$ cat config.mk
export PLATFORM = sky130hd
export DESIGN_NAME = snes_mem_top
export DESIGN_NICKNAME = d
export VERILOG_FILES = /design/src/common/snes_mem_pkg.sv /design/src/rv_bridge/rv_bridge.sv /design/src/cpu_mem_req.sv /design/src/mem_arbiter.sv /design/src/rom_loader.sv /design/src/snes_mem_top.sv
export SDC_FILE = /design/constraint.sdc
export NUM_CORES = 1
export LEC_CHECK = 0
export BUFFER_PORTS_ARGS = -buffer_cell sky130_fd_sc_hd__buf_2
export CORE_MARGIN = 4
export CORE_UTILIZATION = 59
export DETAILED_ROUTE_END_ITERATION = 10
export PLACE_DENSITY = 0.85
export RECOVER_POWER = 50
export SYNTH_ARGS = -nofsm -noshare
export SYNTH_HDL_FRONTEND = slang
export SYNTH_HIERARCHICAL = 1
export SYNTH_SLANG_ARGS = --single-unit
$ cat constraint.sdc
create_clock -name mclk -period 5.5 [get_ports mclk]
set_input_delay 0.275 -clock mclk [delete_from_list [all_inputs] [get_ports mclk]]
set_output_delay 0.275 -clock mclk [all_outputs]
set_load 0.01 [all_outputs]
$ cat src/common/snes_mem_pkg.sv
`default_nettype none

package snes_mem_pkg;

    localparam int ADDR_W  = 23;                // Byte address into shared memory
    localparam int WADDR_W = 22;                // 16-bit word address
    localparam int WRAM_AW = 17;                // 128 KB of WRAM
    localparam int BANK_W  = ADDR_W - WRAM_AW;

    // WRAM sits in the top 128 KB
    localparam logic [BANK_W-1:0] WRAM_BANK_DEF = '1;

    // One memory channel, toggle request plus the access itself
    typedef struct packed {
        logic               req;                // Flips to start an access
        logic [WADDR_W-1:0] addr;
        logic [15:0]        wdata;
        logic [1:0]         ds;                 // Byte lanes, bit 1 is the high byte
        logic               we;
    } mem_req_t;

    typedef struct packed {
        logic [ADDR_W-1:0] addr;
        logic              ce_n;
        logic              word;                // 16-bit fetch
        logic              loading;
    } rom_bus_t;

    typedef struct packed {
        logic [WRAM_AW-1:0] addr;
        logic [7:0]         wdata;
        logic               rd_n;
        logic               wr_n;
    } wram_bus_t;

    // Soft-core side, held until ready
    typedef struct packed {
        logic              valid;
        logic [ADDR_W-1:0] addr;
        logic [31:0]       wdata;
        logic [3:0]        wstrb;               // All zero means read
    } rv_req_t;

    typedef struct packed {
        logic              stb;
        logic [ADDR_W-1:0] addr;                // Odd byte address of the pair
        logic [15:0]       data;
    } load_wr_t;

endpackage

`default_nettype wire

$ cat src/rv_bridge/rv_bridge.sv
`timescale 1ns/1ps
`default_nettype none

module rv_bridge (
    input  wire                     mclk,
    input  wire                     resetn,
    input  wire snes_mem_pkg::rv_req_t   rv,
    input  wire                     rv_ack,
    input  wire [15:0]              rv_rdata_w,
    output snes_mem_pkg::mem_req_t  rv_mem,
    output logic                    rv_ready,
    output logic [31:0]             rv_rdata
);
    import snes_mem_pkg::*;

    localparam logic [2:0] RV_IDLE_REQ0  = 3'd0;
    localparam logic [2:0] RV_WAIT0_REQ1 = 3'd1;
    localparam logic [2:0] RV_DATA0      = 3'd2;
    localparam logic [2:0] RV_WAIT1      = 3'd3;
    localparam logic [2:0] RV_DATA1      = 3'd4;

    logic [2:0]  rvst;
    logic        rv_valid_r;
    logic        rv_new_req;    // Request seen while busy
    logic        rv_tgl;
    logic        rv_word;       // Which half is on the bus
    logic [1:0]  rv_ds;
    logic [15:0] rv_dout0;
    logic        write;
    logic        new_req_t;
    logic        ack_eq;

    assign write     = rv.wstrb != 4'b0;
    assign new_req_t = rv.valid && !rv_valid_r;
    assign ack_eq    = rv_tgl == rv_ack;

    always_ff @(posedge mclk) begin
        if (!resetn) begin
            rvst       <= RV_IDLE_REQ0;
            rv_valid_r <= 1'b0;
            rv_new_req <= 1'b0;
            rv_tgl     <= 1'b0;
            rv_ready   <= 1'b0;
            rv_word    <= 1'b0;
            rv_ds      <= 2'b11;
        end else begin
            rv_valid_r <= rv.valid;
            rv_ready   <= 1'b0;
            if (new_req_t)
                rv_new_req <= 1'b1;
            case (rvst)
                RV_IDLE_REQ0: if (rv_new_req || new_req_t) begin
                    rv_new_req <= 1'b0;
                    rv_tgl     <= !rv_tgl;
                    if (write && rv.wstrb[1:0] == 2'b00) begin
                        rv_word <= 1'b1;            // High half only
                        rv_ds   <= rv.wstrb[3:2];
                        rvst    <= RV_WAIT1;
                    end else begin
                        rv_word <= 1'b0;
                        rv_ds   <= write ? rv.wstrb[1:0] : 2'b11;
                        rvst    <= RV_WAIT0_REQ1;
                    end
                end
                RV_WAIT0_REQ1: if (ack_eq) begin
                    if (write && rv.wstrb[3:2] == 2'b00) begin
                        rv_ready <= 1'b1;           // Low half was enough
                        rvst     <= RV_IDLE_REQ0;
                    end else begin
                        rv_tgl  <= !rv_tgl;
                        rv_word <= 1'b1;
                        rv_ds   <= write ? rv.wstrb[3:2] : 2'b11;
                        rvst    <= write ? RV_WAIT1 : RV_DATA0;
                    end
                end
                RV_DATA0: rvst <= RV_WAIT1;
                RV_WAIT1: if (ack_eq) begin
                    rv_ready <= 1'b1;
                    rvst     <= write ? RV_IDLE_REQ0 : RV_DATA1;
                end
                RV_DATA1: rvst <= RV_IDLE_REQ0;   // Let the read data settle out
                default:  rvst <= RV_IDLE_REQ0;
            endcase
        end
    end

    // Low word still held by the arbiter here
    always_ff @(posedge mclk) begin
        if (rvst == RV_DATA0)
            rv_dout0 <= rv_rdata_w;
    end

    assign rv_mem = '{
        req:   rv_tgl,
        addr:  {rv.addr[ADDR_W-1:2], rv_word},
        wdata: rv_word ? rv.wdata[31:16] : rv.wdata[15:0],
        ds:    rv_ds,
        we:    write
    };

    assign rv_rdata = {rv_rdata_w, rv_dout0};

endmodule

`default_nettype wire

$ cat src/cpu_mem_req.sv
`timescale 1ns/1ps
`default_nettype none

module cpu_mem_req #(
    parameter logic [snes_mem_pkg::BANK_W-1:0] WRAM_BANK = snes_mem_pkg::WRAM_BANK_DEF
) (
    input  wire                     mclk,
    input  wire                     resetn,
    input  wire snes_mem_pkg::rom_bus_t  rom,
    input  wire snes_mem_pkg::wram_bus_t wram,
    input  wire snes_mem_pkg::load_wr_t  load_wr,
    input  wire                     cpu_ack,
    input  wire [15:0]              cpu_rdata,
    output snes_mem_pkg::mem_req_t  cpu_mem,
    output logic                    cpu_busy,
    output logic [15:0]             rom_q,
    output logic [7:0]              wram_q
);
    import snes_mem_pkg::*;

    logic               req_tgl;
    logic [WADDR_W-1:0] req_addr;
    logic [15:0]        req_wdata;
    logic [1:0]         req_ds;
    logic               req_we;
    logic               req_port;       // 0 ROM, 1 WRAM
    logic [ADDR_W-1:0]  rom_addr_sd;
    logic               rom_sd_vld;     // Last ROM address still current
    logic [WRAM_AW-1:0] wram_addr_sd;
    logic               wram_rd_r;
    logic               wram_wr_r;
    logic               busy_r;
    logic [15:0]        port0_q;
    logic [15:0]        port1_q;
    logic [15:0]        port0;
    logic [15:0]        port1;
    logic               wram_rd;
    logic               wram_wr;
    logic               rom_trig;
    logic               wram_trig;
    logic               rd_done;

    assign wram_rd  = !wram.rd_n;
    assign wram_wr  = !wram.wr_n;
    assign rom_trig = !rom.loading && !rom.ce_n && (!rom_sd_vld || rom.addr != rom_addr_sd);
    // New word, or a fresh strobe on the same word
    assign wram_trig = (wram_rd && wram.addr[WRAM_AW-1:1] != wram_addr_sd[WRAM_AW-1:1])
                     || (wram_rd && !wram_rd_r) || (wram_wr && !wram_wr_r);

    assign cpu_busy = req_tgl != cpu_ack;
    assign rd_done  = busy_r && !cpu_busy && !req_we;

    always_ff @(posedge mclk) begin
        if (!resetn) begin
            req_tgl    <= 1'b0;
            rom_sd_vld <= 1'b0;
            wram_rd_r  <= 1'b0;
            wram_wr_r  <= 1'b0;
            busy_r     <= 1'b0;
        end else begin
            busy_r    <= cpu_busy;
            wram_rd_r <= wram_rd;
            wram_wr_r <= wram_wr;
            if (rom_trig || load_wr.stb || wram_trig)
                req_tgl <= !req_tgl;
            if (load_wr.stb)
                rom_sd_vld <= 1'b0;     // ROM contents changed
            else if (rom_trig)
                rom_sd_vld <= 1'b1;
        end
    end

    // WRAM is assigned last so it wins a collision
    always_ff @(posedge mclk) begin
        if (load_wr.stb) begin
            req_addr  <= load_wr.addr[ADDR_W-1:1];
            req_wdata <= load_wr.data;
            req_ds    <= 2'b11;
            req_we    <= 1'b1;
            req_port  <= 1'b0;
        end else if (rom_trig) begin
            rom_addr_sd <= rom.addr;
            req_addr    <= rom.addr[ADDR_W-1:1];
            req_ds      <= 2'b11;
            req_we      <= 1'b0;
            req_port    <= 1'b0;
        end
        if (wram_trig) begin
            wram_addr_sd <= wram.addr;
            req_addr     <= {WRAM_BANK, wram.addr[WRAM_AW-1:1]};
            req_wdata    <= {wram.wdata, wram.wdata};
            req_ds       <= {wram.addr[0], !wram.addr[0]};
            req_we       <= wram_wr;
            req_port     <= 1'b1;
        end
        if (rd_done) begin
            if (req_port)
                port1_q <= cpu_rdata;
            else
                port0_q <= cpu_rdata;
        end
    end

    assign cpu_mem = '{req: req_tgl, addr: req_addr, wdata: req_wdata, ds: req_ds, we: req_we};

    // Fresh data shows in the completion cycle
    assign port0 = (rd_done && !req_port) ? cpu_rdata : port0_q;
    assign port1 = (rd_done && req_port) ? cpu_rdata : port1_q;

    assign rom_q  = (rom.word || !rom.addr[0]) ? port0 : {port0[7:0], port0[15:8]};
    assign wram_q = wram.addr[0] ? port1[15:8] : port1[7:0];

endmodule

`default_nettype wire

$ cat src/mem_arbiter.sv
`timescale 1ns/1ps
`default_nettype none

module mem_arbiter (
    input  wire                     mclk,
    input  wire                     resetn,
    input  wire snes_mem_pkg::mem_req_t  cpu_mem,
    input  wire snes_mem_pkg::mem_req_t  rv_mem,
    input  wire                     mem_ack,
    input  wire [15:0]              mem_rdata,
    output logic                    cpu_ack,
    output logic                    rv_ack,
    output logic [15:0]             cpu_rdata,
    output logic [15:0]             rv_rdata_w,
    output snes_mem_pkg::mem_req_t  mem
);
    import snes_mem_pkg::*;

    logic               busy;
    logic               owner;          // 1 when the soft core holds the port
    logic               mem_tgl;
    logic [WADDR_W-1:0] mem_addr;
    logic [15:0]        mem_wdata;
    logic [1:0]         mem_ds;
    logic               mem_we;
    logic               cpu_pend;
    logic               rv_pend;
    logic               done;
    mem_req_t           grant;

    assign cpu_pend = cpu_mem.req != cpu_ack;
    assign rv_pend  = rv_mem.req != rv_ack;
    assign grant    = cpu_pend ? cpu_mem : rv_mem;  // Console first
    assign done     = busy && mem_ack == mem_tgl;

    always_ff @(posedge mclk) begin
        if (!resetn) begin
            busy    <= 1'b0;
            owner   <= 1'b0;
            mem_tgl <= mem_ack;
            cpu_ack <= 1'b0;
            rv_ack  <= 1'b0;
        end else if (!busy) begin
            if (cpu_pend || rv_pend) begin
                busy    <= 1'b1;
                owner   <= !cpu_pend;
                mem_tgl <= !mem_tgl;
            end
        end else if (done) begin
            busy <= 1'b0;
            if (owner)
                rv_ack <= !rv_ack;
            else
                cpu_ack <= !cpu_ack;
        end
    end

    always_ff @(posedge mclk) begin
        if (!busy && (cpu_pend || rv_pend)) begin
            mem_addr  <= grant.addr;
            mem_wdata <= grant.wdata;
            mem_ds    <= grant.ds;
            mem_we    <= grant.we;
        end
        if (done) begin
            if (owner)
                rv_rdata_w <= mem_rdata;
            else
                cpu_rdata <= mem_rdata;
        end
    end

    assign mem = '{req: mem_tgl, addr: mem_addr, wdata: mem_wdata, ds: mem_ds, we: mem_we};

endmodule

`default_nettype wire

$ cat src/rom_loader.sv
`timescale 1ns/1ps
`default_nettype none

module rom_loader (
    input  wire                     mclk,
    input  wire                     resetn,
    input  wire                     loading,
    input  wire [7:0]               loader_do,
    input  wire                     loader_do_valid,
    output snes_mem_pkg::load_wr_t  load_wr,
    output logic                    loaded
);
    import snes_mem_pkg::*;

    logic [ADDR_W-1:0] loader_addr;    // Address of the next byte
    logic [7:0]        byte_prev;      // Even byte waiting for its partner
    logic              loading_r;
    logic              wr_stb;
    logic [ADDR_W-1:0] wr_addr;
    logic [15:0]       wr_data;

    always_ff @(posedge mclk) begin
        if (!resetn) begin
            loader_addr <= '0;
            loading_r   <= 1'b0;
            loaded      <= 1'b0;
            wr_stb      <= 1'b0;
        end else begin
            loading_r <= loading;
            wr_stb    <= loader_do_valid && loader_addr[0];   // Pair complete
            if (loader_do_valid)
                loader_addr <= loader_addr + 1'b1;
            // New load restarts from address zero
            if (loading && !loading_r) begin
                loader_addr <= '0;
                loaded      <= 1'b0;
            end
            if (!loading && loading_r)
                loaded <= 1'b1;
        end
    end

    always_ff @(posedge mclk) begin
        if (loader_do_valid) begin
            byte_prev <= loader_do;
            if (loader_addr[0]) begin
                wr_addr <= loader_addr;
                wr_data <= {loader_do, byte_prev};   // Odd byte goes high
            end
        end
    end

    assign load_wr = '{stb: wr_stb, addr: wr_addr, data: wr_data};

endmodule

`default_nettype wire

$ cat src/snes_mem_top.sv
`timescale 1ns/1ps
`default_nettype none

module snes_mem_top #(
    parameter logic [snes_mem_pkg::BANK_W-1:0] WRAM_BANK = snes_mem_pkg::WRAM_BANK_DEF
) (
    input  wire                     mclk,
    input  wire                     resetn,
    input  wire snes_mem_pkg::rom_bus_t  rom,
    input  wire snes_mem_pkg::wram_bus_t wram,
    input  wire [7:0]               loader_do,
    input  wire                     loader_do_valid,
    input  wire snes_mem_pkg::rv_req_t   rv,
    input  wire                     mem_ack,
    input  wire [15:0]              mem_rdata,
    output logic [15:0]             rom_q,
    output logic [7:0]              wram_q,
    output logic                    cpu_busy,
    output logic                    loaded,
    output logic                    rv_ready,
    output logic [31:0]             rv_rdata,
    output snes_mem_pkg::mem_req_t  mem
);
    import snes_mem_pkg::*;

    load_wr_t    load_wr;
    mem_req_t    cpu_mem;       // Console channel
    mem_req_t    rv_mem;        // Soft-core channel
    logic        cpu_ack;
    logic        rv_ack;
    logic [15:0] cpu_rdata;
    logic [15:0] rv_rdata_w;

    rom_loader i_rom_loader (
        .mclk           (mclk),
        .resetn         (resetn),
        .loading        (rom.loading),
        .loader_do      (loader_do),
        .loader_do_valid(loader_do_valid),
        .load_wr        (load_wr),
        .loaded         (loaded)
    );

    cpu_mem_req #(
        .WRAM_BANK(WRAM_BANK)
    ) i_cpu_mem_req (
        .mclk     (mclk),
        .resetn   (resetn),
        .rom      (rom),
        .wram     (wram),
        .load_wr  (load_wr),
        .cpu_ack  (cpu_ack),
        .cpu_rdata(cpu_rdata),
        .cpu_mem  (cpu_mem),
        .cpu_busy (cpu_busy),
        .rom_q    (rom_q),
        .wram_q   (wram_q)
    );

    rv_bridge i_rv_bridge (
        .mclk      (mclk),
        .resetn    (resetn),
        .rv        (rv),
        .rv_ack    (rv_ack),
        .rv_rdata_w(rv_rdata_w),
        .rv_mem    (rv_mem),
        .rv_ready  (rv_ready),
        .rv_rdata  (rv_rdata)
    );

    mem_arbiter i_mem_arbiter (
        .mclk      (mclk),
        .resetn    (resetn),
        .cpu_mem   (cpu_mem),
        .rv_mem    (rv_mem),
        .mem_ack   (mem_ack),
        .mem_rdata (mem_rdata),
        .cpu_ack   (cpu_ack),
        .rv_ack    (rv_ack),
        .cpu_rdata (cpu_rdata),
        .rv_rdata_w(rv_rdata_w),
        .mem       (mem)
    );

endmodule

`default_nettype wire

After elaboration in Yosys (flattened, before gate mapping):

Cells that the tools add are included.

* bitwise logic cells: 5
* shift-type cells: 0
* mux-type cells: 57
* divide/modulo/power cells: 0
* $lt $le $gt $ge: 0
* multiply operators: 0
* reductions and logical operators: 68
* add/subtract/negate cells: 1
* equal/unequal tests: 15

Operators by type and width (number)
* 2-to-1 mux 16 bit: 7
* 2-to-1 mux 22 bit: 2
* 2-to-1 mux 41 bit: 1
* 2-to-1 mux 1 bit: 26
* adder 23 x 1 -> 23 bit, second input constant: 1
* != test 23 bit: 1
* logical NOT 1 bit: 20
* 2-to-1 mux 2 bit: 10
* logical AND 1 bit: 17
* != test 16 bit: 1
* AND reduction 2 bit: 8
* 2-to-1 mux 3 bit: 5
* case mux 3 bit (4 select lines): 1
* AND reduction 3 bit: 3
* logical OR 1 bit: 8
* 2-to-1 mux 8 bit: 1
* != test 2 x 1 -> 1 bit, second input constant: 4
* nonzero test 2 bit: 4
* == test 3 x 2 -> 1 bit, second input constant: 2
* case mux 1 bit (2 select lines): 3
* NOT 1 bit: 5
* logical NOT 2 bit: 2
* != test 2 bit, second input constant: 2
* case mux 2 bit (2 select lines): 1
* other kinds (8): 11

* output and inout bits: 101
* latch bits: 0
* bits in read-only memories: 0
* word-level logic and storage cells: 187
* input bits: 141
* RAM bits: 0
* register bits after elaboration: 295
* memories: 0

Longest topological paths before layout:

Gate-level depths: netlist of run 1.

* depth in word-level cells: 7
* gate-level depth with buffers: 8
* mapped depth without buffers: 6

Hierarchy:

Netlist of run 1, hierarchy kept.

By module, submodules not included
* cpu_mem_req: area an instance 5312.6 um2, cells an instance 325, times used 1
* mem_arbiter: area an instance 2982.9 um2, cells an instance 148, times used 1
* rom_loader: area an instance 2565.0 um2, cells an instance 180, times used 1
* rv_bridge: area an instance 1507.7 um2, cells an instance 131, times used 1

Least setup slack after synthesis of run 1:

No wires, ideal clock.

* path kind: register to register
* from: register i_cpu_mem_req.req_tgl
* to: register i_mem_arbiter.mem_addr[0] (enable)
* slack: 2.495 ns
* data arrival time: 2.566 ns
* stages on the path, launching flop included: 5
* setup time: 0.439 ns
* clock period less this slack: 3.005 ns
* buffers on the path: 1
* path through: dfxtp_1 > buf_4 > xnor2_2 > and2_1 > nor2_1

* word-level cells in the longest chain between the ends: 3

RTL lines
* from (decl): line cpu_mem_req.sv:21 `logic req_tgl;`
* from (signal assigned): line cpu_mem_req.sv:65 `req_tgl <= !req_tgl;`
* != test 1 bit: line mem_arbiter.sv:31 `assign cpu_pend = cpu_mem.req != cpu_ack;`
* logical OR 1 bit: line mem_arbiter.sv:59 `if (!busy && (cpu_pend || rv_pend)) begin`
* logical AND 1 bit: line mem_arbiter.sv:59
* to (signal assigned): line mem_arbiter.sv:60 `mem_addr <= grant.addr;`
* to (decl): line mem_arbiter.sv:22 `logic [WADDR_W-1:0] mem_addr;`

No other way between the ends.
A chain may end at the register's enable or synchronous reset.

Worst setup path after layout of run 1:

* from: register i_mem_arbiter.cpu_ack
* to: register i_mem_arbiter.mem_wdata[12] (enable)

* word-level cells in the longest chain between the ends: 3

RTL lines
* from (decl): line mem_arbiter.sv:11 `output logic cpu_ack,`
* from (signal assigned): line mem_arbiter.sv:54 `cpu_ack <= !cpu_ack;`
* != test 1 bit: line mem_arbiter.sv:31
* logical OR 1 bit: line mem_arbiter.sv:59
* logical AND 1 bit: line mem_arbiter.sv:59
* to (signal assigned): line mem_arbiter.sv:61 `mem_wdata <= grant.wdata;`
* to (decl): line mem_arbiter.sv:23 `logic [15:0] mem_wdata;`

No other way between the ends.

==> metrics, run 1 <==
status=finished with violations; failing checks=capacitance limit, slew limit; clock latency on the worst-skew pair=0.55 ns; CP max FO=43; global-route wire length before repair=44200 um; initial antenna violation count=2; CP endpoint kind=register; crit path max-delay cell type=clkbuf_1; P_sw=1.48 mW; die width=153 um; Req. time, crit path=5.72 ns; hold buffers post-CTS=66; Avg Cell Area, Syn=15.8 sq um; PnR Total Power=5.81 mW; clock root buffer=clkbuf_16; DIE AREA=0.0233 sq mm; io pins=242; Final setup viols=0; worst slew pin tran=2.69 ns; Final Skew=0.0211 ns; max_cap viols=2; clock-pin slew on the worst setup and hold paths=0.06 ns; RR Endpoint=i_mem_arbiter/mem_wdata[12]; Num CTS Buffers=30; combinational share of power=roughly 15%; Detailed Route WL=between 20000 and 30000 um; Critical path buffers and inverters=2; syn nets=926; crit path launch type=register; net switching share of the total power=25.6%; Clock power frac=35.6%; Final Hold Vio Count=0; WS Path Type=register to register; RSZ-0062 raised after global routing=no; postcts setup bufs=0; largest net degree at the start of global routing=47; Bufs on Longest Clock Path=3; Core Area=approximately 0.02 sq mm; Die Y-Extent=153 um; area delta synth->final=20.6%; Synth Instances=782; Seq pwr share=49.3%; Hold Crit Class=input port to register; antenna-violating nets left=0; crit path DAT=3.90 ns; clock tree sinks=294; CTS tree=done; layout cells sized above 1=about a quarter; Final Cycle Share=66.8%; max incr delay on CP=around 1.9 ns; Via Count=7674; cts repair resizes=0; minimum period implied by the final worst setup slack=3.67 ns; setup TNS=0 ns; Cell Area, Synth=0.0124 sq mm; DRC viols=0; hold endpoint=i_mem_arbiter/mem_addr[6]; Initial DRT Pass Iterations=5; post-layout util=between 70% and 80%; GP Congestion=0.834; Via density=5.68; worst rel slew slack=-79.6%; Top delay family on crit path=buffers and inverters; vias in the first global route=between 7000 and 8000; remaining global-route overflow=0; Initial Util=60.5%; FILL cells=1341; Port-buffer cells=239; hold path depth=2; P_int=between 4 and 5 mW; reg2reg start=i_mem_arbiter/cpu_ack; r2r setup slk=1.83 ns; Layout Nets=1198; All-Layer GR Usage=24.1%; R2R cell count=5; min-delay src=rv[43]; H-tree lvl count=1; drt wl/cell=21.6 um; DRT iter0 DRCs=522; Slew Viols, Final=71; CP Cell Sequence=xnor2_4 -> clkbuf_1 -> and2_1 -> nor2_4 -> buf_4; HPWL after detailed placement=18700 um; P_leak=between 5 and 6 nW; num rows=52; fmax=0.272 GHz; VDD IR-drop max=278 uV; Yosys warnings=6; Pwr per Cell Area=approximately 390 mW/mm^2
-- registers in the layout, indices dropped and copies added, names as in the netlist, 22 cells and up --
register and cells:
i_cpu_mem_req/req_addr 22, i_mem_arbiter/mem_addr 22, i_cpu_mem_req/rom_addr_sd 23, i_rom_loader/loader_addr 23, i_rom_loader/wr_addr 22
-- per-stage QoR --
stage	setup WS (ns)	instance area, sq um	hold WS (ns)	instances
floorplan	2.49	12400	0.347	782
global route	1.58	14900	0.0182	1350
global placement	2.35	13500	0.401	1226
detailed placement	2.29	13500	0.405	1226
CTS	2.27	15100	0.0132	1348
finish	1.83	14900	0.0273	1350
-- worst reg2reg max path, stage by stage (launching register included) --
cell	delay [ns]
dfxtp_1	0.47
xnor2_4	0.14
clkbuf_1	1.92
and2_1	0.44
nor2_4	0.05
buf_4	0.31
-- how the worst max path moves through the flow --
stage	depth (start not counted)	slack, ns	end	startpoint
after floorplan	4	2.49	i_mem_arbiter/mem_addr[0]	i_cpu_mem_req/req_tgl
after global placement	6	2.35	i_cpu_mem_req/req_addr[5]	wram[20]
after detailed placement	6	2.29	i_cpu_mem_req/req_addr[11]	wram[20]
after CTS	5	2.27	i_cpu_mem_req/req_addr[11]	i_cpu_mem_req/wram_addr_sd[14]
after global routing	5	1.58	i_mem_arbiter/mem_wdata[12]	i_mem_arbiter/cpu_ack
final	5	1.83	i_mem_arbiter/mem_wdata[12]	i_mem_arbiter/cpu_ack
-- routing by layer --
layer / wire length, um / vias to the layer above / global-route usage, %
met1: 11100 / 3755 / 31.5
met2: 15100 / 372 / 41.7
li1: - / 3468 / -
met3: 2110 / 79 / 3.72
met4: 904 / 0 / 7.85
met5: 0 / - / 0
-- power groups by stage --
stage / clock network [mW] / registers [mW] / logic (mW)
detailed placement: 0 / 2.90 / 0.870
finish: 2.06 / 2.87 / 0.877
floorplan: 0 / 2.93 / 0.508
global route: 2.19 / 2.89 / 0.938
global placement: 0 / 2.88 / 0.851
CTS: 2.07 / 2.86 / 0.918
-- layout by cell type (no fill, tap or decap), types with 10 or more instances in the layout --
| cell type | count |
|---|---|
| nor2_1 | 40 |
| xor2_1 | 10 |
| nand4_1 | 14 |
| dlygate4sd3_1 | 66 |
| clkbuf_16 | 31 |
| o21ai_0 | 14 |
| clkinv_2 | 10 |
| clkbuf_1 | 142 |
| nand2_1 | 26 |
| xnor2_1 | 43 |
| mux2_1 | 17 |
| mux2_2 | 53 |
| mux2i_1 | 24 |
| inv_1 | 12 |
| edfxtp_1 | 242 |
| dfxtp_1 | 52 |
| nand3_1 | 15 |
| buf_2 | 103 |
| mux4_2 | 24 |
| a21oi_1 | 32 |
-- layout make-up --
| cell class | instances | area, sq um | share of cell area, % |
|---|---|---|---|
| repair buffers | 314 | 1740 | 11.6 |
| well taps | 270 | 338 | 2.27 |
| inverters | 12 | 45.0 | 0.302 |
| multi-input cells | 402 | 3470 | 23.3 |
| diodes | 2 | 5.00 | 0.0336 |
| flip-flops and latches | 294 | 8310 | 55.7 |
| clock buffers | 32 | 779 | 5.23 |
| clock inverters | 24 | 229 | 1.54 |
Power figures use the tool's default switching activity.
==> inputs of run 2 (changes only) <==
CORE_UTILIZATION = 50   (was 59)
PLACE_DENSITY = 0.76   (was 0.85)
clock period = 3.3 ns   (was 5.5 ns; I/O delays follow)
==> metrics, run 2 (synthesized netlist as in run 1, its figures left out) <==
status=finished, final reports clean; fmax=0.351 GHz; Via Count=7519 (-2.0%); GP Congestion=0.788 (-5.4%); crit path launch type=register; Finished Cell Area=0.0154 sq mm (+3.4%); crit path DAT=2.69 ns (-1.21 ns); H-tree lvl count=1 (unchanged); Num CTS Buffers=30 (unchanged); Final Skew=0.0189 ns (-0.00220 ns); R2R cell count=6 (+1); FILL cells=1824 (+36%); global-route wire length before repair=41100 um (-7.1%); area post-placement=0.0136 sq mm (+0.98%); RSZ-0062 raised after global routing=no; VDD IR-drop max=388 uV (+39%); area delta synth->final=24.7%; io pins=242 (unchanged); Via density=5.20 (-8.5%); CP max FO=32 (-26%); Die Y-Extent=165 um (+8.2%); Port-buffer cells=239 (unchanged); Detailed Route WL=27500 um (-5.9%); min-delay src=mem_ack; P_leak=5.34 nW (+3.3%); worst slew pin tran=1.07 ns (-1.63 ns); Hold WS=0.0238 ns (-0.00355 ns); r2r setup slk=0.90 ns (-0.93 ns); layout cells sized above 1=22.9% (-1.0 points); vias in the first global route=7359 (-5.4%); max_cap viols=0 (-2); clock latency on the worst-skew pair=0.54 ns (about the same); Final Hold Vio Count=0 (unchanged); Pwr per Cell Area=630 mW/mm^2 (+62%); num rows=57 (+9.6%); Req. time, crit path=3.13 ns (-2.59 ns); WS Path Type=register to output pin; Bufs on Longest Clock Path=3 (unchanged); Initial DRT Pass Iterations=5 (unchanged); HPWL after detailed placement=18400 um (-1.5%); postcts setup bufs=0 (unchanged); CP endpoint kind=output pin; Initial Util=50.8% (-9.7 points); die width=165 um (+8.2%); clock tree sinks=294 (unchanged); DRC viols=0 (unchanged); hold path depth=3 (+1); setup TNS=0 ns (unchanged); Top Registers=i_cpu_mem_req/rom_addr_sd: 23 flops, i_rom_loader/loader_addr: 23 flops; Hold Crit Class=input port to register; most common cell after layout, fill and taps aside=edfxtp_1; Slew Viols, Final=0 (-100%); Final setup viols=0 (unchanged); DIE AREA=0.0273 sq mm (+17%); remaining global-route overflow=0 (unchanged); clock root buffer=clkbuf_16; hold endpoint=i_mem_arbiter/mem_tgl; largest net degree at the start of global routing=39 (-17%); antenna-violating nets left=0 (unchanged); drt wl/cell=19.0 um (-12%); worst rel slew slack=28.7% (+110 points); All-Layer GR Usage=19.5% (-4.6 points); RR Endpoint=i_cpu_mem_req/req_wdata[4]; commonest cells after routing, fill and taps aside=edfxtp_1, clkbuf_1, dlygate4sd3_1; Layout Nets=1238 (+3.3%); minimum period implied by the final worst setup slack=2.85 ns; Core Area=0.0243 sq mm (+19%); DRT iter0 DRCs=418 (-20%); area of the multi-input gates=0.00348 sq mm (+0.51%); clock-pin slew on the worst setup and hold paths=0.06 ns (about the same); Final Cycle Share=86.4%; FF+latch area=0.00831 sq mm (unchanged); reg2reg start=i_cpu_mem_req/wram_addr_sd[10]; initial antenna violation count=4 (+2); CTS tree=done
==> run 2: cell count changes in the layout (fill, tap and decap cells not counted), moves of 2 or more <==
| cell | change |
|---|---|
| clkbuf_8 | +6 |
| dlygate4sd3_1 | +33 |
| clkinv_1 | -2 |
| buf_2 | -8 |
| buf_4 | +7 |
| clkinv_2 | -7 |
| clkbuf_1 | +11 |
==> run 2: critical path: stages, from the launching register on <==
cell     delay, ns
dfxtp_1       0.47
xor2_1        0.15
nor3b_2       0.22
nor2b_2       0.17
buf_4         0.39
mux4_2        0.58
buf_2         0.16
==> run 2: worst max-delay path by stage <==
stage                                   start                           to  depth (start not counted)
6_report                i_cpu_mem_req/req_tgl                     rom_q[7]                          6
5_1_grt                 i_cpu_mem_req/req_tgl                     rom_q[7]                          6
2_1_floorplan           i_cpu_mem_req/req_tgl    i_mem_arbiter/mem_addr[0]                          4
3_5_place_dp   i_cpu_mem_req/wram_addr_sd[10]   i_cpu_mem_req/req_wdata[1]                          6
4_1_cts                 i_cpu_mem_req/req_tgl                     rom_q[7]                          6
3_3_place_gp   i_cpu_mem_req/wram_addr_sd[10]  i_cpu_mem_req/req_wdata[15]                          6
==> run 2: layout make-up <==
type / instances / area share (%)
antenna: 3 / 0.0487
clock inverter: 12 / 0.852
sequential: 294 / 53.9
inverter: 12 / 0.292
clock buffer: 44 / 5.88
tap: 324 / 2.63
timing repair buffer: 354 / 13.8
multi-input combinational: 402 / 22.6
==> run 2: repair_timing <==
item,in CTS,in global routing
gates resized for setup,0,0
hold buffers,99,0
setup endpoints to repair,0,0
hold endpoints to repair,141,0
==> run 2: metrics by stage <==
step / instances / util [%] / total power, mW / worst slack (ns)
after floorplan: 782 / - / 5.73 / 0.295
after global placement: 1287 / 55.9 / 6.26 / 0.942
after detailed placement: 1287 / 55.9 / 6.30 / 0.900
after CTS: 1442 / 64.2 / 9.87 / 0.397
after global routing: 1445 / 63.4 / 10.1 / 0.272
final: 1445 / 63.4 / 9.71 / 0.447
==> run 2: power by group <==
group / internal, mW / switching, mW
Combinational: 0.656 / 0.825
Clock: 2.12 / 1.34
Sequential: 4.56 / 0.202
Total: 7.34 / 2.37
==> run 2: routing by layer <==
layer / vias to the layer above / track usage, % / wire length (um)
li1: 3542 / - / -
met1: 3634 / 25.5 / 11200
met2: 286 / 33.7 / 13600
met3: 55 / 3.40 / 1910
met4: 2 / 5.67 / 765
met5: - / 0 / 13
==> inputs of run 3 (changes only) <==
HOLD_SLACK_MARGIN = 0.03   (was not set)
==> metrics, run 3 (synthesized netlist as in run 1, its figures left out) <==
H-tree lvl count=1 (unchanged); global-route wire length before repair=41300 um (+0.55%); Critical Path Start=i_cpu_mem_req/req_tgl; commonest cells after routing, fill and taps aside=edfxtp_1, clkbuf_1, dlygate4sd3_1; net switching share of the total power=24.4% (+0.041 points); Final setup viols=0 (unchanged); Final Hold Vio Count=0 (unchanged); Top Registers=i_cpu_mem_req/rom_addr_sd: 23 flops, i_rom_loader/loader_addr: 23 flops; clock-pin slew on the worst setup and hold paths=0.06 ns (about the same); area delta synth->final=25.7%; Req. time, crit path=3.13 ns (about the same); All-Layer GR Usage=19.6% (+0.097 points); Layout Cells excl Fill=1457 (+0.83%); Hold WS=0.0581 ns (+0.0344 ns); Final Skew=0.0195 ns (+0.000660 ns); Port-buffer cells=239 (unchanged); hold buffers post-CTS=111 (+12%); reg2reg start=i_cpu_mem_req/wram_addr_sd[10]; cts repair resizes=0 (unchanged); Initial DRT Pass Iterations=5 (unchanged); RSZ-0062 raised after global routing=no; vias in the first global route=7438 (+1.1%); Die Y-Extent=165 um (unchanged); Initial Util=50.8% (unchanged); antenna-violating nets left=0 (unchanged); CP endpoint kind=output pin; final setup margin=0.432 ns (-0.0151 ns); Seq pwr share=48.9% (-0.2 points); num rows=57 (unchanged); max_cap viols=0 (unchanged); Final Cycle Share=86.9% (+0.46 points); Pwr per Cell Area=627 mW/mm^2 (-0.52%); combinational share of power=15.4% (about the same); fmax=0.349 GHz (-0.53%); Finished Cell Area=0.0155 sq mm (+0.78%); Met3 Wirelength=1780 um (-6.7%); worst slew pin tran=1.06 ns (-0.00564 ns); most common cell after layout, fill and taps aside=edfxtp_1; clock root buffer=clkbuf_16; DIE AREA=0.0273 sq mm (unchanged); uppermost layer routed=met4; largest net degree at the start of global routing=39 (unchanged); postcts setup bufs=0 (unchanged); DRC viols=0 (unchanged); Met2 Wirelength=13700 um (+0.61%); Core Area=0.0243 sq mm (unchanged); DRT iter0 DRCs=453 (+8.4%); P_int=7.36 mW (+0.20%); FILL cells=1804 (-1.1%); minimum period implied by the final worst setup slack=2.87 ns (+0.0151 ns); area post-placement=0.0136 sq mm (unchanged); crit path DAT=2.70 ns (about the same); remaining global-route overflow=0 (unchanged); placed cells=1287 (unchanged); min-delay src=rv[7]; VDD IR-drop max=388 uV (about the same); status=finished, final reports clean; Via density=5.17 (-0.65%); post-place setup slack=0.900 ns (unchanged); Bufs on Longest Clock Path=3 (unchanged); layout cells sized above 1=22.7% (-0.24 points); Hold Crit Class=input port to register; drt wl/cell=19.0 um (-0.34%); CP max FO=32 (unchanged); P_sw=2.38 mW (+0.42%); Num CTS Buffers=30 (unchanged); crit path launch type=register; CTS tree=done; GP Congestion=0.788 (unchanged); HPWL after detailed placement=18400 um (unchanged); Clock power frac=35.7% (about the same); P_leak=5.38 nW (+0.89%); Slew Viols, Final=0 (unchanged); WS Path Type=register to output pin; Detailed Route WL=27600 um (+0.48%); io pins=242 (unchanged); clock latency on the worst-skew pair=0.54 ns (about the same); clock tree sinks=294 (unchanged); initial antenna violation count=3 (-1); Layout Nets=1250 (+0.97%); die width=165 um (unchanged); Via Count=7532 (+0.17%); WL met1=11300 um (+1.1%); worst rel slew slack=29.1% (+0.38 points); setup TNS=0 ns (unchanged)
-- run 3: changes by cell type in the layout (fill, tap and decap cells not counted), sizes merged --
cell / before / now
dlygate4sd3: 99 / 111
-- run 3: path summary, 6_finish.rpt --
kind	endpoint	slack, ns	cells past startpoint
hold reg to reg	i_rom_loader/wr_data[1]	0.42	0
hold / removal	i_mem_arbiter/mem_wdata[3]	0.06	3
setup reg to reg	i_cpu_mem_req/req_wdata[4]	0.90	6
setup / recovery	rom_q[7]	0.43	6
-- run 3: layer usage --
metal	GRT usage, %	up-vias
li1	-	3564
met1	25.7	3663
met2	33.7	254
met3	3.25	51
met4	6.16	0
met5	0	-
-- run 3: stage by stage --
stage / power, mW / utilization (%)
2_1_floorplan: 5.73 / -
3_3_place_gp: 6.26 / 55.9
3_5_place_dp: 6.30 / 55.9
4_1_cts: 9.88 / 64.7
5_1_grt: 10.1 / 63.9
6_report: 9.73 / 63.9
-- run 3: worst max-delay path, stage by stage, from the launching register on --
cell and delay, ns:
dfxtp_1 0.47, xor2_1 0.15, nor3b_2 0.23, nor2b_2 0.17, buf_4 0.39, mux4_2 0.59
buf_2 0.16
-- run 3: layout make-up --
class,count,area [sq um],area share (%)
clock inverters,12,131,0.846
multi-input cells,402,3480,22.4
inverters,12,45.0,0.290
well taps,324,405,2.61
clock buffers,44,906,5.83
diodes,3,7.51,0.0483
flip-flops and latches,294,8310,53.5
repair buffers,366,2250,14.5
-- run 3: power groups by stage --
stage	Sequential [mW]	Clock, mW	Combinational (mW)
after floorplan	4.89	0	0.846
after global placement	4.81	0	1.46
after detailed placement	4.83	0	1.47
after CTS	4.75	3.54	1.59
after global routing	4.80	3.70	1.63
final	4.76	3.47	1.50
